<file path="config.mk">
export PLATFORM = sky130hd
export DESIGN_NAME = mem_stage_top
export DESIGN_NICKNAME = d
export VERILOG_FILES = /design/src/hw/lc3b_pkg.sv /design/src/hw/ex_mem_latch.sv /design/src/hw/mem_datapath.sv /design/src/hw/mem_wb_latch.sv /design/src/hw/mem_stage_top.sv
export VERILOG_INCLUDE_DIRS = /design/src /design/src/hw
export SDC_FILE = /design/constraint.sdc
export NUM_CORES = 1
export LEC_CHECK = 0
export BUFFER_PORTS_ARGS = -buffer_cell sky130_fd_sc_hd__buf_2
export CORE_AREA = 2 2 143 145
export CTS_BUF_LIST = sky130_fd_sc_hd__clkbuf_8
export DETAILED_ROUTE_END_ITERATION = 10
export DIE_AREA = 0 0 145 147
export PLACE_DENSITY = 0.74
export REMOVE_ABC_BUFFERS = 1
export SLEW_MARGIN = 10
export SYNTH_ARGS = -nofsm -noshare
export SYNTH_HDL_FRONTEND = slang
export SYNTH_SLANG_ARGS = --single-unit
</file>
<file path="constraint.sdc">
create_clock -name clk -period 6.07 [get_ports clk]
set_clock_uncertainty 0.05 [all_clocks]
set_input_delay 1.821 -clock clk [delete_from_list [all_inputs] [get_ports clk]]
set_output_delay 1.821 -clock clk [all_outputs]
set_load 0.02 [all_outputs]
</file>
<file path="src/hw/lc3b_defines.svh">
`ifndef LC3B_DEFINES_SVH
`define LC3B_DEFINES_SVH

// data and address width, one LC-3b word
`define LC3B_WORD_W 16

// register index, also the n/z/p request field of a branch
`define LC3B_REG_W 3

// condition codes n, z, p
`define LC3B_NZP_W 3

// opcode field, instruction bits 15..12
`define LC3B_OPC_W 4

`endif

</file>
<file path="src/hw/lc3b_pkg.sv">
`include "lc3b_defines.svh"

package lc3b_pkg;

    typedef logic [`LC3B_WORD_W-1:0] lc3b_word;
    typedef logic [`LC3B_REG_W-1:0] lc3b_reg;
    typedef logic [`LC3B_NZP_W-1:0] lc3b_nzp;

    // LC-3b opcode encodings, instruction bits 15..12
    typedef enum logic [`LC3B_OPC_W-1:0] {
        op_br   = 4'b0000,
        op_add  = 4'b0001,
        op_ldb  = 4'b0010,
        op_stb  = 4'b0011,
        op_jsr  = 4'b0100,
        op_and  = 4'b0101,
        op_ldr  = 4'b0110,
        op_str  = 4'b0111,
        op_rti  = 4'b1000,
        op_not  = 4'b1001,
        op_ldi  = 4'b1010,
        op_sti  = 4'b1011,
        op_jmp  = 4'b1100,
        op_shf  = 4'b1101,
        op_lea  = 4'b1110,
        op_trap = 4'b1111
    } lc3b_opcode;

    // data-memory address source
    typedef enum logic [2:0] {
        marmux_alu    = 3'd0,
        marmux_pc     = 3'd1,
        marmux_br_add = 3'd2,
        marmux_rdata  = 3'd3,   // indirect, pointer from memory
        marmux_trap   = 3'd4
    } marmux_sel_t;

    // store-data source
    typedef enum logic [1:0] {
        mdrmux_alu      = 2'd0,
        mdrmux_rdata    = 2'd1,
        mdrmux_sr1_high = 2'd2, // byte store, sr1 low byte moved up
        mdrmux_sr2      = 2'd3
    } mdrmux_sel_t;

    // register-file write-back source
    typedef enum logic [2:0] {
        rfmux_alu    = 3'd0,
        rfmux_rdata  = 3'd1,
        rfmux_br_add = 3'd2,
        rfmux_pc     = 3'd3,
        rfmux_zext8  = 3'd4,
        rfmux_shift  = 3'd5,
        rfmux_ldb    = 3'd6
    } regfilemux_sel_t;

    typedef struct packed {
        lc3b_opcode      opcode;
        marmux_sel_t     marmux_sel;
        mdrmux_sel_t     mdrmux_sel;
        regfilemux_sel_t regfilemux_sel;
        logic            mem_read;
        logic            mem_write;
        logic [1:0]      mem_byte_enable;   // bit 1 high byte, bit 0 low byte
        logic            load_cc;
        logic            load_regfile;
    } lc3b_control_word;

    // execute results entering the memory stage
    typedef struct packed {
        lc3b_control_word ctrl;
        lc3b_word         alu_out;
        lc3b_word         pc_out;
        lc3b_word         br_add_out;
        lc3b_word         sr1_out;
        lc3b_word         sr2_out;
        lc3b_word         instruction;
        lc3b_reg          dest;
    } ex_mem_t;

    typedef struct packed {
        lc3b_word regfile_data;
        lc3b_reg  dest;
        logic     load_regfile;
    } mem_wb_t;

endpackage

</file>
<file path="src/hw/ex_mem_latch.sv">
`timescale 1ns/1ps
`include "lc3b_defines.svh"

module ex_mem_latch (
    input  logic             clk,
    input  logic             rst,
    input  logic             stall,
    input  logic             in_valid,
    input  lc3b_pkg::ex_mem_t in_bundle,
    output logic             ex_valid,
    output lc3b_pkg::ex_mem_t ex_bundle
);

    import lc3b_pkg::*;

    // valid level, cleared on reset and frozen during a stall
    always_ff @(posedge clk)
    begin
        if (rst)
        begin
            ex_valid <= 1'b0;
        end
        else if (!stall)
        begin
            ex_valid <= in_valid;
        end
    end

    // bundle payload follows the same load enable
    always_ff @(posedge clk)
    begin
        if (!stall)
        begin
            ex_bundle <= in_bundle;    // don't care while ex_valid is low
        end
    end

endmodule

</file>
<file path="src/hw/mem_datapath.sv">
`timescale 1ns/1ps
`include "lc3b_defines.svh"

module mem_datapath (
    input  logic                clk,
    input  logic                rst,
    input  logic                ex_valid,
    input  lc3b_pkg::ex_mem_t   ex_bundle,
    input  logic                cc_commit,
    input  lc3b_pkg::lc3b_word  rdata,
    output lc3b_pkg::lc3b_word  address,
    output lc3b_pkg::lc3b_word  wdata,
    output logic                read,
    output logic                write,
    output logic [1:0]          wmask,
    output lc3b_pkg::lc3b_word  regfile_data,
    output logic                br_en
);

    import lc3b_pkg::*;

    lc3b_control_word ctrl;
    lc3b_word         instr;
    lc3b_word         trap_vec;
    lc3b_word         zext8_out;
    lc3b_word         ldb_out;
    lc3b_word         shift_out;
    logic [7:0]       ldb_byte;
    logic [3:0]       shamt;
    lc3b_nzp          gencc;
    lc3b_nzp          cc;

    assign ctrl  = ex_bundle.ctrl;
    assign instr = ex_bundle.instruction;

    // trap vector is trapvect8 scaled to a word address
    assign trap_vec = {{(`LC3B_WORD_W-9){1'b0}}, instr[7:0], 1'b0};

    // strobes only while a bundle is present
    assign read  = ex_valid & ctrl.mem_read;
    assign write = ex_valid & ctrl.mem_write;
    assign wmask = {2{ex_valid}} & ctrl.mem_byte_enable;

    always_comb
    begin
        unique case (ctrl.marmux_sel)
            marmux_alu:    address = ex_bundle.alu_out;
            marmux_pc:     address = ex_bundle.pc_out;
            marmux_br_add: address = ex_bundle.br_add_out;
            marmux_rdata:  address = rdata;
            marmux_trap:   address = trap_vec;
            default:       address = '0;
        endcase
    end

    always_comb
    begin
        unique case (ctrl.mdrmux_sel)
            mdrmux_alu:      wdata = ex_bundle.alu_out;
            mdrmux_rdata:    wdata = rdata;
            mdrmux_sr1_high: wdata = {ex_bundle.sr1_out[7:0], 8'h00};
            mdrmux_sr2:      wdata = ex_bundle.sr2_out;
            default:         wdata = '0;
        endcase
    end

    // byte lane picked by the low address bit
    assign ldb_byte  = address[0] ? rdata[15:8] : rdata[7:0];
    assign ldb_out   = {8'h00, ldb_byte};
    assign zext8_out = {8'h00, rdata[7:0]};

    // shf: bit 4 is direction (1 right), bit 5 arithmetic
    assign shamt = instr[3:0];

    always_comb
    begin
        if (!instr[4])
            shift_out = ex_bundle.sr1_out << shamt;
        else if (!instr[5])
            shift_out = ex_bundle.sr1_out >> shamt;
        else
            shift_out = $signed(ex_bundle.sr1_out) >>> shamt;   // keeps the sign bit
    end

    always_comb
    begin
        unique case (ctrl.regfilemux_sel)
            rfmux_alu:    regfile_data = ex_bundle.alu_out;
            rfmux_rdata:  regfile_data = rdata;
            rfmux_br_add: regfile_data = ex_bundle.br_add_out;
            rfmux_pc:     regfile_data = ex_bundle.pc_out;
            rfmux_zext8:  regfile_data = zext8_out;
            rfmux_shift:  regfile_data = shift_out;
            rfmux_ldb:    regfile_data = ldb_out;
            default:      regfile_data = '0;
        endcase
    end

    // n z p of the value being written back
    assign gencc[2] = regfile_data[`LC3B_WORD_W-1];
    assign gencc[1] = (regfile_data == '0);
    assign gencc[0] = ~regfile_data[`LC3B_WORD_W-1] & (regfile_data != '0);

    always_ff @(posedge clk)
    begin
        if (rst)
        begin
            cc <= '0;
        end
        else if (cc_commit)
        begin
            cc <= gencc;    // only completed bundles touch cc
        end
    end

    // dest carries the n z p request bits of a branch
    assign br_en = ex_valid & (ctrl.opcode == op_br) & (|(ex_bundle.dest & cc));

endmodule

</file>
<file path="src/hw/mem_wb_latch.sv">
`timescale 1ns/1ps
`include "lc3b_defines.svh"

module mem_wb_latch (
    input  logic               clk,
    input  logic               rst,
    input  logic               ex_valid,
    input  lc3b_pkg::ex_mem_t  ex_bundle,
    input  logic               resp,
    input  lc3b_pkg::lc3b_word regfile_data,
    output logic               stall,
    output logic               cc_commit,
    output logic               wb_valid,
    output lc3b_pkg::mem_wb_t  wb_bundle
);

    import lc3b_pkg::*;

    logic    mem_access;
    logic    complete;
    mem_wb_t wb_next;

    assign mem_access = ex_bundle.ctrl.mem_read | ex_bundle.ctrl.mem_write;

    // done this cycle if nothing to wait for, or the memory answered
    assign complete = ex_valid & (~mem_access | resp);
    assign stall    = ex_valid & mem_access & ~resp;

    assign cc_commit = complete & ex_bundle.ctrl.load_cc;

    assign wb_next.regfile_data = regfile_data;
    assign wb_next.dest         = ex_bundle.dest;
    assign wb_next.load_regfile = ex_bundle.ctrl.load_regfile;

    // one pulse per completed bundle
    always_ff @(posedge clk)
    begin
        if (rst)
        begin
            wb_valid <= 1'b0;
        end
        else
        begin
            wb_valid <= complete;
        end
    end

    always_ff @(posedge clk)
    begin
        if (complete)
        begin
            wb_bundle <= wb_next;   // rdata is only valid alongside resp
        end
    end

endmodule

</file>
<file path="src/hw/mem_stage_top.sv">
`timescale 1ns/1ps
`include "lc3b_defines.svh"

module mem_stage_top (
    input  logic               clk,
    input  logic               rst,
    input  logic               in_valid,
    input  lc3b_pkg::ex_mem_t  in_bundle,
    output lc3b_pkg::lc3b_word address,
    output lc3b_pkg::lc3b_word wdata,
    output logic               read,
    output logic               write,
    output logic [1:0]         wmask,
    input  lc3b_pkg::lc3b_word rdata,
    input  logic               resp,
    output logic               stall,
    output logic               br_en,
    output logic               wb_valid,
    output lc3b_pkg::mem_wb_t  wb_bundle
);

    import lc3b_pkg::*;

    logic     ex_valid;
    ex_mem_t  ex_bundle;
    logic     cc_commit;
    lc3b_word regfile_data;

    ex_mem_latch ex_mem_latch0 (
        .clk       (clk),
        .rst       (rst),
        .stall     (stall),
        .in_valid  (in_valid),
        .in_bundle (in_bundle),
        .ex_valid  (ex_valid),
        .ex_bundle (ex_bundle)
    );

    mem_datapath mem_datapath0 (
        .clk          (clk),
        .rst          (rst),
        .ex_valid     (ex_valid),
        .ex_bundle    (ex_bundle),
        .cc_commit    (cc_commit),
        .rdata        (rdata),
        .address      (address),
        .wdata        (wdata),
        .read         (read),
        .write        (write),
        .wmask        (wmask),
        .regfile_data (regfile_data),
        .br_en        (br_en)
    );

    mem_wb_latch mem_wb_latch0 (
        .clk          (clk),
        .rst          (rst),
        .ex_valid     (ex_valid),
        .ex_bundle    (ex_bundle),
        .resp         (resp),
        .regfile_data (regfile_data),
        .stall        (stall),
        .cc_commit    (cc_commit),
        .wb_valid     (wb_valid),
        .wb_bundle    (wb_bundle)
    );

endmodule

</file>
Word level (Yosys, flattened, before mapping)
Cells that the tools add are included.
{"block": "totals", "register_bits": 134, "input_bits": 137, "out_inout_bits": 59, "word_cells": 67}
{"block": "op_classes", "n_eq_ne": 13, "shift": 3, "n_mux": 6, "n_bitwise": 16, "n_reduce_logical": 7}
{"op": "one-hot mux 16 bit (7 select lines)", "n": 1}
{"op": "one-hot mux 16 bit (5 select lines)", "n": 1}
{"op": "one-hot mux 16 bit (4 select lines)", "n": 1}
{"op": "two-way mux 16 bit", "n": 2}
{"op": "logical NOT 16 bit", "n": 1}
{"op": "nonzero test 16 bit", "n": 1}
{"op": "left shift 16 x 4 -> 16 bit", "n": 1}
{"op": ">> shifter 16 x 4 -> 16 bit", "n": 1}
{"op": ">>> shifter 16 x 4 -> 16 bit", "n": 1}
{"op": "equality test 3 x 2 -> 1 bit (second input constant)", "n": 4}
{"op": "equality test 3 bit (second input constant)", "n": 4}
{"op": "bitwise AND 1 bit", "n": 9}
{"op": "two-way mux 8 bit", "n": 1}
{"op": "equality test 3 x 1 -> 1 bit (second input constant)", "n": 2}
{"op": "logical NOT 3 bit", "n": 2}
{"op": "equality test 2 bit (second input constant)", "n": 2}
{"op": "logical NOT 4 bit", "n": 1}
{"op": "bitwise AND 3 bit", "n": 1}
{"op": "NOT 1 bit", "n": 3}
{"op": "OR reduction 3 bit", "n": 1}
{"op": "bitwise AND 2 bit", "n": 1}
{"op": "equality test 2 x 1 -> 1 bit (second input constant)", "n": 1}
{"op": "logical NOT 2 bit", "n": 1}
{"op": "OR 1 bit", "n": 2}

Longest topological paths before layout
Gate-level depths: netlist (run 1).
{"block": "logic_depth", "depth_word": 6, "ltp_mapped": 10, "mapped_depth_nobuf": 8}

Cells and area by module
Synthesis (run 1) repeated with hierarchy kept, for this count alone.
{"block": "unflattened", "hier_cells": 578, "hier_area_um2": 7711.1}
{"mod": "ex_mem_latch", "instances": 1, "cells_each": 121, "area_each_um2": 3550.9, "seq_area_each_um2": 3533.4}
{"mod": "mem_datapath", "instances": 1, "cells_each": 430, "area_each_um2": 3490.8, "seq_area_each_um2": 60.1}
{"mod": "mem_wb_latch", "instances": 1, "cells_each": 27, "area_each_um2": 669.4, "seq_area_each_um2": 620.6}

Worst setup path before layout (run 1)
Ideal clock, no wire load.
{"block": "synth_timing", "path_type": "input to output", "start": "input resp", "end": "output stall", "arrival_ns": 4.878, "required_time_ns": 4.199, "setup_slack_ns": -0.679, "path_stages": 4, "n_path_buf": 0, "cell_sequence": "o21bai_1 -> inv_1 -> nand2_1 -> inv_1"}
{"block": "synth_between", "elab_chain_cells": 2}
{"element": "from (decl)", "line_no": "mem_stage_top.sv:15", "source": "input logic resp,"}
{"element": "NOT 1 bit", "line_no": "mem_wb_latch.sv:27", "source": "assign stall = ex_valid & mem_access & ~resp;"}
{"element": "bitwise AND 1 bit", "line_no": "mem_wb_latch.sv:27"}
{"element": "to (decl)", "line_no": "mem_stage_top.sv:16", "source": "output logic stall,"}
No other way between the ends.

Worst setup path after layout (run 1)
{"block": "layout_timing", "start": "input rdata[14]", "end": "output address[14]"}
{"block": "layout_between", "elab_chain_cells": 1}
{"element": "from (decl)", "line_no": "mem_stage_top.sv:14", "source": "input lc3b_pkg::lc3b_word rdata,"}
{"element": "one-hot mux 16 bit (5 select lines)", "line_no": "mem_datapath.sv:46", "source": "unique case (ctrl.marmux_sel)"}
{"element": "to (decl)", "line_no": "mem_stage_top.sv:9", "source": "output lc3b_pkg::lc3b_word address,"}
No other way between the ends.

==> results list, run 1 <==
* Status: completed
- TritonCTS clock tree: done
* Fraction of power consumed by combinational cells: between 10% and 20%
- Layout-stage area growth over the synthesis result: 19.09%
- The wire-length estimate of the detail-placed layout is around 16000 µm.
- Min Tclk post-route: roughly 4.7 ns
* Final Hold Vio Count: 0
- Peak VDD IR: 0.0001488 V
- Ys Warns: 0
- Share of post-route cells with drive strength above 1: around 39%
- Synthesized instance count: roughly 580
- The repair_antennas step left the layout with diodes totalling 0.
* Die X: ~150 µm
* Floorplan core area: around 0.020 mm²
- Worst setup slack after layout: around 1.4 ns
* First-pass GRT wire length: between 30000 and 40000 µm
* Die Footprint: 0.02132 mm²
- Worst setup path class: in2out
* Combined area of all synthesized cells: slightly below 0.008 mm²
* RSZ-0062 raised after global routing: no
- # nets final: 879
* Number of antenna violations at the first check in global routing: 0
- Net switching is between 20% and 30% of the power.
- STA puts the critical path data required time at 4.20 ns.
* Vias: roughly 5900
- Counting flops with a built-in enable in the synthesized netlist gives ~130.
- Dividing total power by cell area gives a power density of 256.7 mW/mm².
- After synthesis, the netlist uses between 60 and 70 different library cells.
- In this run the clock root is driven by a sky130_fd_sc_hd__clkbuf_8.
- Across every metal layer, demand over resource in global routing totals a little over a fifth.
- In this run, the number of DRC markers left after iteration 0 of detailed routing was around 550.
- Net switching component of the power: 694.6 µW
* Final period utilization: 77.36%
* Detail Route Antenna Nets: 0
- The tree built by TritonCTS fans out to roughly 130 sinks.
- Total cell area at the placement stage: between 0.008 and 0.009 mm²
* Register area share after synthesis: between 50% and 60%
* Synth Register Bits: 134
* Actual slew at the worst max-slew pin: approximately 1 ns
- Data arrives at the worst endpoint at 2.82 ns.
- Cts-stage hold buffer count: 0
- Chip height: 147 µm
* Residual DRC: 0
- Max-cap violations in this run came to 0.
* IO Port Bufs: around 190
* Placer's final routability congestion estimate: 0.9516
- Clock latency on the worst-skew pair, taken at its later pin, is 0.45 ns.
- The most used flip-flop cell after synthesis is sky130_fd_sc_hd__edfxtp_1.
- After clock tree synthesis, the clock-pin slew on the worst setup and hold paths is roughly 0.070 ns.
- Static timing analysis puts the maximum clock frequency at ~210 MHz.
- The clock network burns 31.5% of the power.
- Detailed-router iteration count before antenna repair: 5
- Post-layout instance area: a little over 0.009 mm²
* Site row count: 52
* Number of instances resized during post-cts repair: 0
* Headroom to the max-slew limit: 34.57%
* Maximum number of pins on one net before global-route repair: 69
- Setup violations remaining at the end of the flow were counted as 0.
- TritonCTS created 17 clock buffers.
- The final count of pins violating max slew was 0.
* Average detailed-routed wire length per instance: roughly 22 µm
- The worst setup path is captured at an output port.
- Prior to clock tree synthesis, the placed netlist has a worst setup slack of approximately 1.4 ns.
- Post-Synthesis Mean Instance Area: roughly 13 µm²
- Once the clock tree was built, the setup fixing pass inserted 0 buffers.
- Relative contribution of sequential cells to total power: approximately half
- After synthesis, the share of flip-flops with an asynchronous set or reset is 0%.
- Leakage Power: 3.746 nW
- Counting along the longest clock path gives a buffer depth of 2.
* Effective utilization at floorplan: 39.24%
- Crit path max fanout: 4
* CTS H-tree lvls: 4
- In this run the count of I/O pins placed on the die edge is between 150 and 200.
- Post-Route WL: roughly 22000 µm
- The worst hold path belongs to the class reg2reg.
- Using the TritonRoute via totals, the vias-per-cell ratio works out to a little under 6.
- Vias in the first global route: ~5800
* Internal power: 1.685 mW
- Power Total: between 2 and 2.5 mW
- Global route overflow: 0
- Kind of start point of the critical path: primary input
layout make-up:
class                      count  area (µm²)
fill                        1745       10570
sequential                   134        3974
multi-input combinational    380        3508
timing repair buffer         198        1018
tap                          270       337.8
clock buffer                  19       261.5
clock inverter                13       131.4
inverter                      11       41.29
cell usage after synthesis, drive strengths merged (4+ instances only):
master / instances / area [µm²]
mux2i: 62 / 620.6
buf: 29 / 176.4
nand4: 6 / 37.54
nor2b: 16 / 100.1
mux2: 13 / 150.1
mux4: 50 / 1149
or2: 4 / 25.02
dfxtp: 5 / 100.1
o22ai: 12 / 75.07
clkbuf: 25 / 93.84
a21oi: 20 / 100.1
o21ai: 20 / 100.1
nand2: 27 / 101.4
nor3: 8 / 40.04
nand3: 9 / 50.05
a32oi: 7 / 61.31
inv: 11 / 41.29
o211ai: 8 / 65.06
nor2: 30 / 112.6
a221oi: 4 / 35.03
nand2b: 11 / 68.82
and2: 10 / 62.56
edfxtp: 129 / 3874
a211oi: 10 / 75.07
layout by cell type (no fill, tap or decap), drive strengths merged, types with 4 or more instances in the layout:
| cell | count |
|---|---|
| nand2 | 27 |
| and2 | 10 |
| nand3 | 9 |
| nand2b | 11 |
| buf | 198 |
| a211oi | 10 |
| inv | 17 |
| dfxtp | 5 |
| nor2b | 16 |
| nor2 | 30 |
| clkbuf | 19 |
| mux2 | 13 |
| a32oi | 7 |
| o211ai | 8 |
| nor3 | 8 |
| a221oi | 4 |
| or2 | 4 |
| nand4 | 6 |
| mux4 | 50 |
| o22ai | 12 |
| edfxtp | 129 |
| mux2i | 62 |
| a21oi | 20 |
| o21ai | 20 |
stage by stage:
| step | utilization (%) | hold WS [ns] | setup TNS (ns) | cells |
|---|---|---|---|---|
| after floorplan | - | 0.3503 | -0.6791 | 525 |
| after global placement | 44.75 | 0.3526 | 0 | 993 |
| after detailed placement | 44.75 | 0.3689 | 0 | 993 |
| after CTS | 46.73 | 0.3801 | 0 | 1025 |
| after global routing | 46.73 | 0.3949 | 0 | 1025 |
| final | 46.73 | 0.3764 | 0 | 1025 |
worst paths after layout:
kind | end | slack, ns | cells past startpoint | from
max | address[14] | 1.37 | 4 | rdata[14]
min | mem_wb_latch0.wb_bundle[0] | 0.38 | 0 | ex_mem_latch0.ex_bundle[99]
min reg2reg | mem_wb_latch0.wb_bundle[0] | 0.38 | 0 | ex_mem_latch0.ex_bundle[99]
max reg2reg | mem_datapath0.cc[1] | 2.24 | 8 | ex_mem_latch0.ex_bundle[4]
layer usage:
metal / track usage (%) / wire, µm
met5: 0 / 0
met4: 9.851 / 805
met3: 5.435 / 1772
met2: 32.33 / 10270
met1: 28.28 / 9424
registers in the layout (all words and copies together) (netlist names):
name,count
mem_wb_latch0.wb_valid,1
ex_mem_latch0.ex_bundle,109
mem_wb_latch0.wb_bundle,20
ex_mem_latch0.ex_valid,1
mem_datapath0.cc,3
logic make-up after synthesis:
| family | synth area share, % |
|---|---|
| and+or+nand+nor | 9.481 |
| DFF | 51.04 |
| muxes | 24.65 |
| AOI/OAI and AO/OA | 10.83 |
| buffers and inverters | 4.001 |
power by group through the flow:
| stage | clock network, mW | logic [mW] | registers (mW) |
|---|---|---|---|
| finish | 0.751 | 0.474 | 1.15 |
| CTS | 0.771 | 0.471 | 1.15 |
| global placement | 0 | 0.467 | 1.17 |
| global route | 0.809 | 0.509 | 1.16 |
| floorplan | 0 | 0.273 | 1.19 |
| detailed placement | 0 | 0.469 | 1.17 |
critical path, cell delays in order:
cell	delay, ns
sky130_fd_sc_hd__buf_2	0.14
sky130_fd_sc_hd__mux4_2	0.47
sky130_fd_sc_hd__nor2b_1	0.17
sky130_fd_sc_hd__buf_2	0.22
Note: power is estimated with default switching activity, not from simulation.
==> run 2, diff against run 1 <==
--- a/config.mk
+++ b/config.mk
@@ -11,7 +11,7 @@
 export CTS_BUF_LIST = sky130_fd_sc_hd__clkbuf_8
 export DETAILED_ROUTE_END_ITERATION = 10
 export DIE_AREA = 0 0 145 147
-export PLACE_DENSITY = 0.74
+export PLACE_DENSITY = 0.71
 export REMOVE_ABC_BUFFERS = 1
 export SLEW_MARGIN = 10
 export SYNTH_ARGS = -nofsm -noshare
==> constraint.sdc (replaced) <==
create_clock -name clk -period 4.84 [get_ports clk]
set_clock_uncertainty 0.05 [all_clocks]
set_input_delay 1.452 -clock clk [delete_from_list [all_inputs] [get_ports clk]]
set_output_delay 1.452 -clock clk [all_outputs]
set_load 0.02 [all_outputs]
==> run 2 against run 1 <==
Net effect:
- global-route usage grew 0.23 points
- clock power grew 38%
- via count grew 0.58%
- first-iteration DRC count is the same
- flip-flop and latch count is the same
- critical path depth is the same
- non-clock buffer count grew 3
- sequential share of layout area shrank 0.41 points
- combinational power grew 26%
- largest power group unchanged
- die area is the same
==> results list, run 2 (synthesis gave the netlist of run 1 again) <==
* Status: completed
* Final Max Slew Viols: 0 (unchanged)
- Maximum achievable frequency: 244.8 MHz
- Class of the tightest hold or removal check: reg2reg
- The final setup violation count was 0 (unchanged).
* Vias: 5945 (+0.58%)
- The largest fanout on the critical path was 19 (+15).
* Peak VDD IR: 0.0002594 V (+74%)
- Internal power: 2.160 mW (+28%)
- The number of iterations in the first detailed-routing pass came to 5 (unchanged).
* Clock Pin Slew Worst Setup and Hold Paths: 0.09 ns (+0.02 ns)
- Critical Path RT: 3.34 ns (-0.86 ns)
* Net switching component of the power: 929.5 µW (+34%)
* Chip height: 147 µm (unchanged)
- Switching share of power: 30.09% (+0.90 points)
- TritonCTS clock tree: done
* Power Total: 3.089 mW (+30%)
- The largest net degree at the start of global routing is 77 (+12%).
- Number of antenna violations at the first check in global routing: 1 (+1)
- The count of nets after finishing was 882 (+0.34%).
- Top Ports: 196 (unchanged)
* Share of post-route cells with drive strength above 1: 39.45% (+0.64 points)
* Fraction of power consumed by combinational cells: 19.3% (-0.6 points)
- The number of CTS-inserted buffers was 17 (unchanged).
- The final weighted congestion of routability-driven global placement is 0.9379 (-1.4%).
* Final Hold Vio Count: 0 (unchanged)
- Number of instances resized during post-cts repair: 0 (unchanged)
* Worst setup path class: reg2out
* Pwr/cell area: 330.0 mW/mm² (+29%)
- GR Util All Layers: 21.32% (+0.23 points)
- Vias per cell: 5.783 (+0.28%)
* Layout-stage area growth over the synthesis result: 20.25%
* Effective utilization at floorplan: 39.24% (unchanged)
- Site row count: 52 (unchanged)
* Final period utilization: a little over four fifths
- Count of placed standard cells including taps: 996 (+0.30%)
* Highest-delay cell along the critical path: sky130_fd_sc_hd__edfxtp_1
- Die Footprint: 0.02132 mm² (unchanged)
* Number of setup buffers added after CTS: 0 (unchanged)
- The largest incremental delay on the critical path was 0.79 ns (+0.32 ns).
- The clock sink count is 134 (unchanged).
- The total length of routed met3 wires came to 1855 µm (+4.7%).
- Inserted Diodes: 0 (unchanged)
- The clock share of power was 33.6% (+2.1 points).
- Relative contribution of sequential cells to total power: 47.2% (-1.3 points)
- The static power due to leakage is 3.778 nW (+0.84%).
- DRC marker count from the first detailed-route iteration: 551 (unchanged)
- Arrival time of the worst setup path: 2.58 ns (-0.24 ns)
* Kind of start point of the critical path: register
- The cell sitting at the root of the clock tree is a sky130_fd_sc_hd__clkbuf_8.
- The detailed-routing wirelength on met1 was 9643 µm (+2.3%).
- First-pass GRT wire length: 34420 µm (+1.2%)
- Actual slew at the worst max-slew pin: 1.096 ns (+0.1148 ns)
- The width of the die came to 145 µm (unchanged).
* Average detailed-routed wire length per instance: 22.13 µm (+1.8%)
* Cts-stage hold buffer count: 0 (unchanged)
* Total of max-cap violations: 0 (unchanged)
- Post-Route WL: 22750 µm (+2.1%)
* Kind of end point of the critical path: output port
- Residual DRC: 0 (unchanged)
* Met2 wire length: 10750 µm (+4.6%)
- Commonest cells after routing, fill and taps aside: sky130_fd_sc_hd__buf_2, sky130_fd_sc_hd__edfxtp_1, sky130_fd_sc_hd__mux2i_1
- Clk buf depth: 2 (unchanged)
- Setup repair after global routing left no endpoint under its margin.
- The signal on the critical path passes through nor2b_1 > a21oi_1 > o22ai_1 > buf_2.
* Most common cell after layout, fill and taps aside: sky130_fd_sc_hd__buf_2
- Placed wire-length estimate: 16420 µm (+2.6%)
* CTS H-tree lvls: 4 (unchanged)
- In this run the top signal layer used is met4.
- Non-filler cells in the finished layout: 1028 (+0.29%)
- The largest registers in the layout are ex_mem_latch0.ex_bundle: 109 flops, mem_wb_latch0.wb_bundle: 20 flops, mem_datapath0.cc: 3 flops.
* Insertion delay to the later sink of the worst-skew pair: 0.46 ns (about the same)
- Min Tclk post-route: 4.085 ns
* Vias in the first global route: 5779 (+0.43%)
* Floorplan core area: 0.01984 mm² (unchanged)
- The residual overflow from global routing is 0 (unchanged).
* Register with the most flip-flops: ex_mem_latch0.ex_bundle
- The number of nets still failing antenna checks after routing came to 0 (unchanged).
* Number of flip-flops in the largest register: 109 (unchanged)
- Headroom to the max-slew limit: 26.92% (-7.7 points)
* IO Port Bufs: 187 (unchanged)
## run 2: cell types whose count changed in the layout (fill, tap and decap cells not counted), sizes merged
| cell | previous run | this run |
|---|---|---|
| clkinv | 3 | 4 |
| clkbuf | 19 | 17 |
| bufinv | 2 | 3 |
| buf | 198 | 201 |
## run 2: path summary, 6_finish.rpt
| kind | start | to | slack (ns) | cells past startpoint |
|---|---|---|---|---|
| worst min-delay path | ex_mem_latch0.ex_bundle[99] | mem_wb_latch0.wb_bundle[0] | 0.40 | 0 |
| worst max register to register | ex_mem_latch0.ex_bundle[4] | mem_datapath0.cc[0] | 1.24 | 8 |
| worst max-delay path | ex_mem_latch0.ex_bundle[112] | address[2] | 0.75 | 4 |
| worst min register to register | ex_mem_latch0.ex_bundle[99] | mem_wb_latch0.wb_bundle[0] | 0.40 | 0 |
## run 2: power groups by stage
| stage | logic, mW | registers (mW) | clock network (mW) |
|---|---|---|---|
| detailed placement | 0.590 | 1.48 | 0 |
| finish | 0.595 | 1.46 | 1.04 |
| CTS | 0.591 | 1.46 | 1.06 |
| floorplan | 0.342 | 1.49 | 0 |
| global placement | 0.587 | 1.48 | 0 |
| global route | 0.635 | 1.47 | 1.10 |
## run 2: critical path, delay by kind of cell, from the launching register on
kind,cells,cell delay (ns)
and+or+nand+nor,1,0.76
buffers and inverters,1,0.21
AOI/OAI and AO/OA,2,0.38
DFF,1,0.79
## run 2: per-layer routing
metal  GRT usage [%]  vias to the layer above
met3           4.845                       37
met2           33.24                      335
met1           29.22                     2907
met4           8.267                        0
li1                -                     2666
met5               0                        -
## run 2: metrics by stage
stage | TNS, ns | util, % | hold slack [ns] | worst slack (ns) | instance area (µm²)
finish | 0 | 47.18 | 0.4019 | 0.7545 | 9363
global placement | 0 | 45.02 | 0.3541 | 0.9076 | 8934
CTS | 0 | 47.18 | 0.4129 | 0.7470 | 9363
floorplan | -1.296 | - | 0.3503 | -1.171 | 7516
global route | 0 | 47.18 | 0.4211 | 0.6219 | 9363
detailed placement | 0 | 45.02 | 0.3776 | 0.8861 | 8934
## run 2: cell type report
class | count | area [µm²]
clock buffers | 17 | 234.0
clock inverters | 15 | 195.2
inverters | 11 | 41.29
multi-input cells | 380 | 3515
fillers | 1744 | 10480
flip-flops and latches | 134 | 3974
well taps | 270 | 337.8
repair buffers | 201 | 1066
==> run 3, diff against run 2 <==
--- a/config.mk
+++ b/config.mk
@@ -11,7 +11,7 @@
 export CTS_BUF_LIST = sky130_fd_sc_hd__clkbuf_8
 export DETAILED_ROUTE_END_ITERATION = 10
 export DIE_AREA = 0 0 145 147
-export PLACE_DENSITY = 0.71
+export PLACE_DENSITY = 0.74
 export REMOVE_ABC_BUFFERS = 1
 export SLEW_MARGIN = 10
 export SYNTH_ARGS = -nofsm -noshare
==> constraint.sdc (replaced) <==
create_clock -name clk -period 3.5 [get_ports clk]
set_clock_uncertainty 0.05 [all_clocks]
set_input_delay 1.05 -clock clk [delete_from_list [all_inputs] [get_ports clk]]
set_output_delay 1.05 -clock clk [all_outputs]
set_load 0.02 [all_outputs]
==> run 3 against run 2 <==
Net effect:
- sequential power up 36%
- clock-buffer cell count unchanged
- power up 31%
- wire length down 0.33%
- critical endpoint is now address[3]
- largest cell class unchanged
==> results list, run 3 (synthesis gave the netlist of run 1 again) <==
- Status: completed
- The initial antenna violation count is 0 (-1).
* Min Tclk post-route: approximately 3.3 ns
* Vias per cell: 5.727 (-0.97%)
* Number of instances resized during post-cts repair: 0 (unchanged)
- The tightest min-delay check is of the reg2reg type.
- The max capacitance violation total is 0 (unchanged).
- Vias: 5962 (+0.29%)
- Maximum number of pins on one net before global-route repair: 110 (+43%)
* Residual DRC: 0 (unchanged)
- Leakage Power: 3.813 nW (+0.93%)
- The clock-pin slew reported for the worst setup and hold paths after clock tree synthesis was 0.09 ns (about the same).
* Post-Route Utilization: 47.44% (+0.26 points)
* Largest registers: ex_mem_latch0.ex_bundle: 109 flops, mem_wb_latch0.wb_bundle: 20 flops, mem_datapath0.cc: 3 flops
- Placer's final routability congestion estimate: 0.9303 (-0.81%)
- The initial standard-cell utilization of the core is 39.24% (unchanged).
- Die X: 145 µm (unchanged)
- CTS H-tree lvls: 4 (unchanged)
* Peak VDD IR: 0.0003654 V (+41%)
* Final Max Slew Viols: 0 (unchanged)
- CTS placed an instance of sky130_fd_sc_hd__clkbuf_8 at the clock tree root.
* IO Port Bufs: 187 (unchanged)
* Kind of start point of the critical path: register
- CTS Buf Count: 17 (unchanged)
- The flip-flop count of the largest register, all copies and words added was 109 (unchanged).
* Relative contribution of sequential cells to total power: 49.1% (+1.9 points)
* Register with the most flip-flops: ex_mem_latch0.ex_bundle
* Cts-stage hold buffer count: 0 (unchanged)
* Number of setup buffers added after CTS: 0 (unchanged)
- Clk buf depth: 2 (unchanged)
* Detailed-router iteration count before antenna repair: 5 (unchanged)
- Floorplan core area: 0.01984 mm² (unchanged)
- The routed wire length is 22680 µm (-0.33%).
- Met2 global-route usage: 33.29% (+0.048 points)
- The required time reported for the critical path endpoint was 2.40 ns (-0.94 ns).
- The number of nets still failing antenna checks after routing was 0 (unchanged).
- The placed wire-length estimate was 16450 µm (+0.22%).
* Site row count: 52 (unchanged)
- Pwr/cell area: 429.3 mW/mm² (+30%)
- Switching share of power: 31.13% (+1.0 points)
* Global route overflow: 0 (unchanged)
- Number of sinks driven by the clock tree: 134 (unchanged)
- DRC marker count from the first detailed-route iteration: 503 (-8.7%)
- Final period utilization: between 90% and 100%
- Internal power: 2.783 mW (+29%)
* Layer carrying the most global-route usage: met2
- TritonCTS clock tree: done
- The slew at the pin closest to its max-slew limit was 0.6552 ns (-0.4410 ns).
* Average detailed-routed wire length per instance: 21.79 µm (-1.6%)
- The clock latency on the worst-skew pair is 0.45 ns (about the same).
- Arrival time of the worst setup path: 2.19 ns (-0.39 ns)
- # nets final: 894 (+1.4%)
- The final setup violation count was 0 (unchanged).
* Worst setup path class: reg2out
- Crit path max fanout: 16 (-3)
* Maximum achievable frequency: between 300 and 400 MHz
* Sum of negative setup slack: 0 ns (unchanged)
- Fraction of power consumed by combinational cells: 21.6% (+2.3 points)
- Met1 usage in global routing: 29.11% (-0.11 points)
- The y dimension of the die is 147 µm (unchanged).
- Kind of end point of the critical path: output port
- The fraction of layout instances using a drive strength above 1 came to 40.39% (+0.94 points).
* GR Util All Layers: 21.42% (+0.10 points)
- The switching power was 1.258 mW (+35%).
- Headroom to the max-slew limit: 56.32% (+29 points)
- First-pass GRT wire length: 34490 µm (+0.22%)
- Die Footprint: 0.02132 mm² (unchanged)
* Clock share of power: 29.3% (-4.3 points)
- The library cell used most frequently in the layout, excluding fill and tap cells, is sky130_fd_sc_hd__buf_2.
* Vias in the first global route: 5905 (+2.2%)
- Compared with the post-synthesis result, the final layout area differs by 20.91%.
* Commonest cells after routing, fill and taps aside: sky130_fd_sc_hd__buf_2, sky130_fd_sc_hd__edfxtp_1, sky130_fd_sc_hd__mux2i_1
- RSZ-0062 raised after global routing: no
* Final Hold Vio Count: 0 (unchanged)
- The met3 global-route usage is 4.876% (+0.031 points).
* Total of fill cells in the finished design: 1773 (+1.7%)
* Top Ports: 196 (unchanged)
run 3: area by class of cell:
cell class | count | area [µm²] | share of cell area [%]
multi-input cells | 380 | 3511 | 37.29
clock inverters | 15 | 120.1 | 1.276
flip-flops and latches | 134 | 3974 | 42.21
inverters | 11 | 41.29 | 0.4386
diodes | 1 | 2.502 | 0.02658
repair buffers | 213 | 1194 | 12.68
clock buffers | 17 | 234.0 | 2.485
well taps | 270 | 337.8 | 3.589
run 3: worst paths after layout:
check,start,end,slack [ns],depth (start not counted)
setup / recovery,ex_mem_latch0.ex_bundle[111],address[3],0.21,6
setup reg to reg,ex_mem_latch0.ex_bundle[4],mem_datapath0.cc[0],0.42,8
hold / removal,ex_mem_latch0.ex_bundle[99],mem_wb_latch0.wb_bundle[0],0.39,0
hold reg to reg,ex_mem_latch0.ex_bundle[99],mem_wb_latch0.wb_bundle[0],0.39,0
run 3: through the flow:
step	instances	setup slack [ns]	instance area, µm²	power, mW	hold slack [ns]
floorplan	525	-1.707	7516	2.529	0.3503
global placement	1008	0.1751	9055	2.877	0.3524
detailed placement	1008	0.1315	9055	2.883	0.3657
CTS	1040	0.09077	9409	4.063	0.4010
global route	1040	0.09153	9412	4.210	0.4098
finish	1041	0.2063	9414	4.041	0.3915
run 3: critical path: stages, from the launching register on:
cell	delay [ns]
sky130_fd_sc_hd__edfxtp_1	0.50
sky130_fd_sc_hd__buf_4	0.33
sky130_fd_sc_hd__nor2b_2	0.33
sky130_fd_sc_hd__buf_4	0.19
sky130_fd_sc_hd__a21oi_1	0.06
sky130_fd_sc_hd__o22ai_1	0.12
sky130_fd_sc_hd__buf_2	0.20
run 3: power groups by stage:
stage | Clock, mW | Sequential, mW | Combinational, mW
floorplan | 0 | 2.06 | 0.473
CTS | 1.21 | 1.98 | 0.869
global route | 1.28 | 2.00 | 0.934
finish | 1.18 | 1.98 | 0.873
global placement | 0 | 2.01 | 0.863
detailed placement | 0 | 2.02 | 0.865
run 3: layer usage:
metal / vias up / part of all wire, %
met5: - / 0
met4: 0 / 3.4
met3: 44 / 7.1
met2: 307 / 46
met1: 2924 / 43
li1: 2687 / -
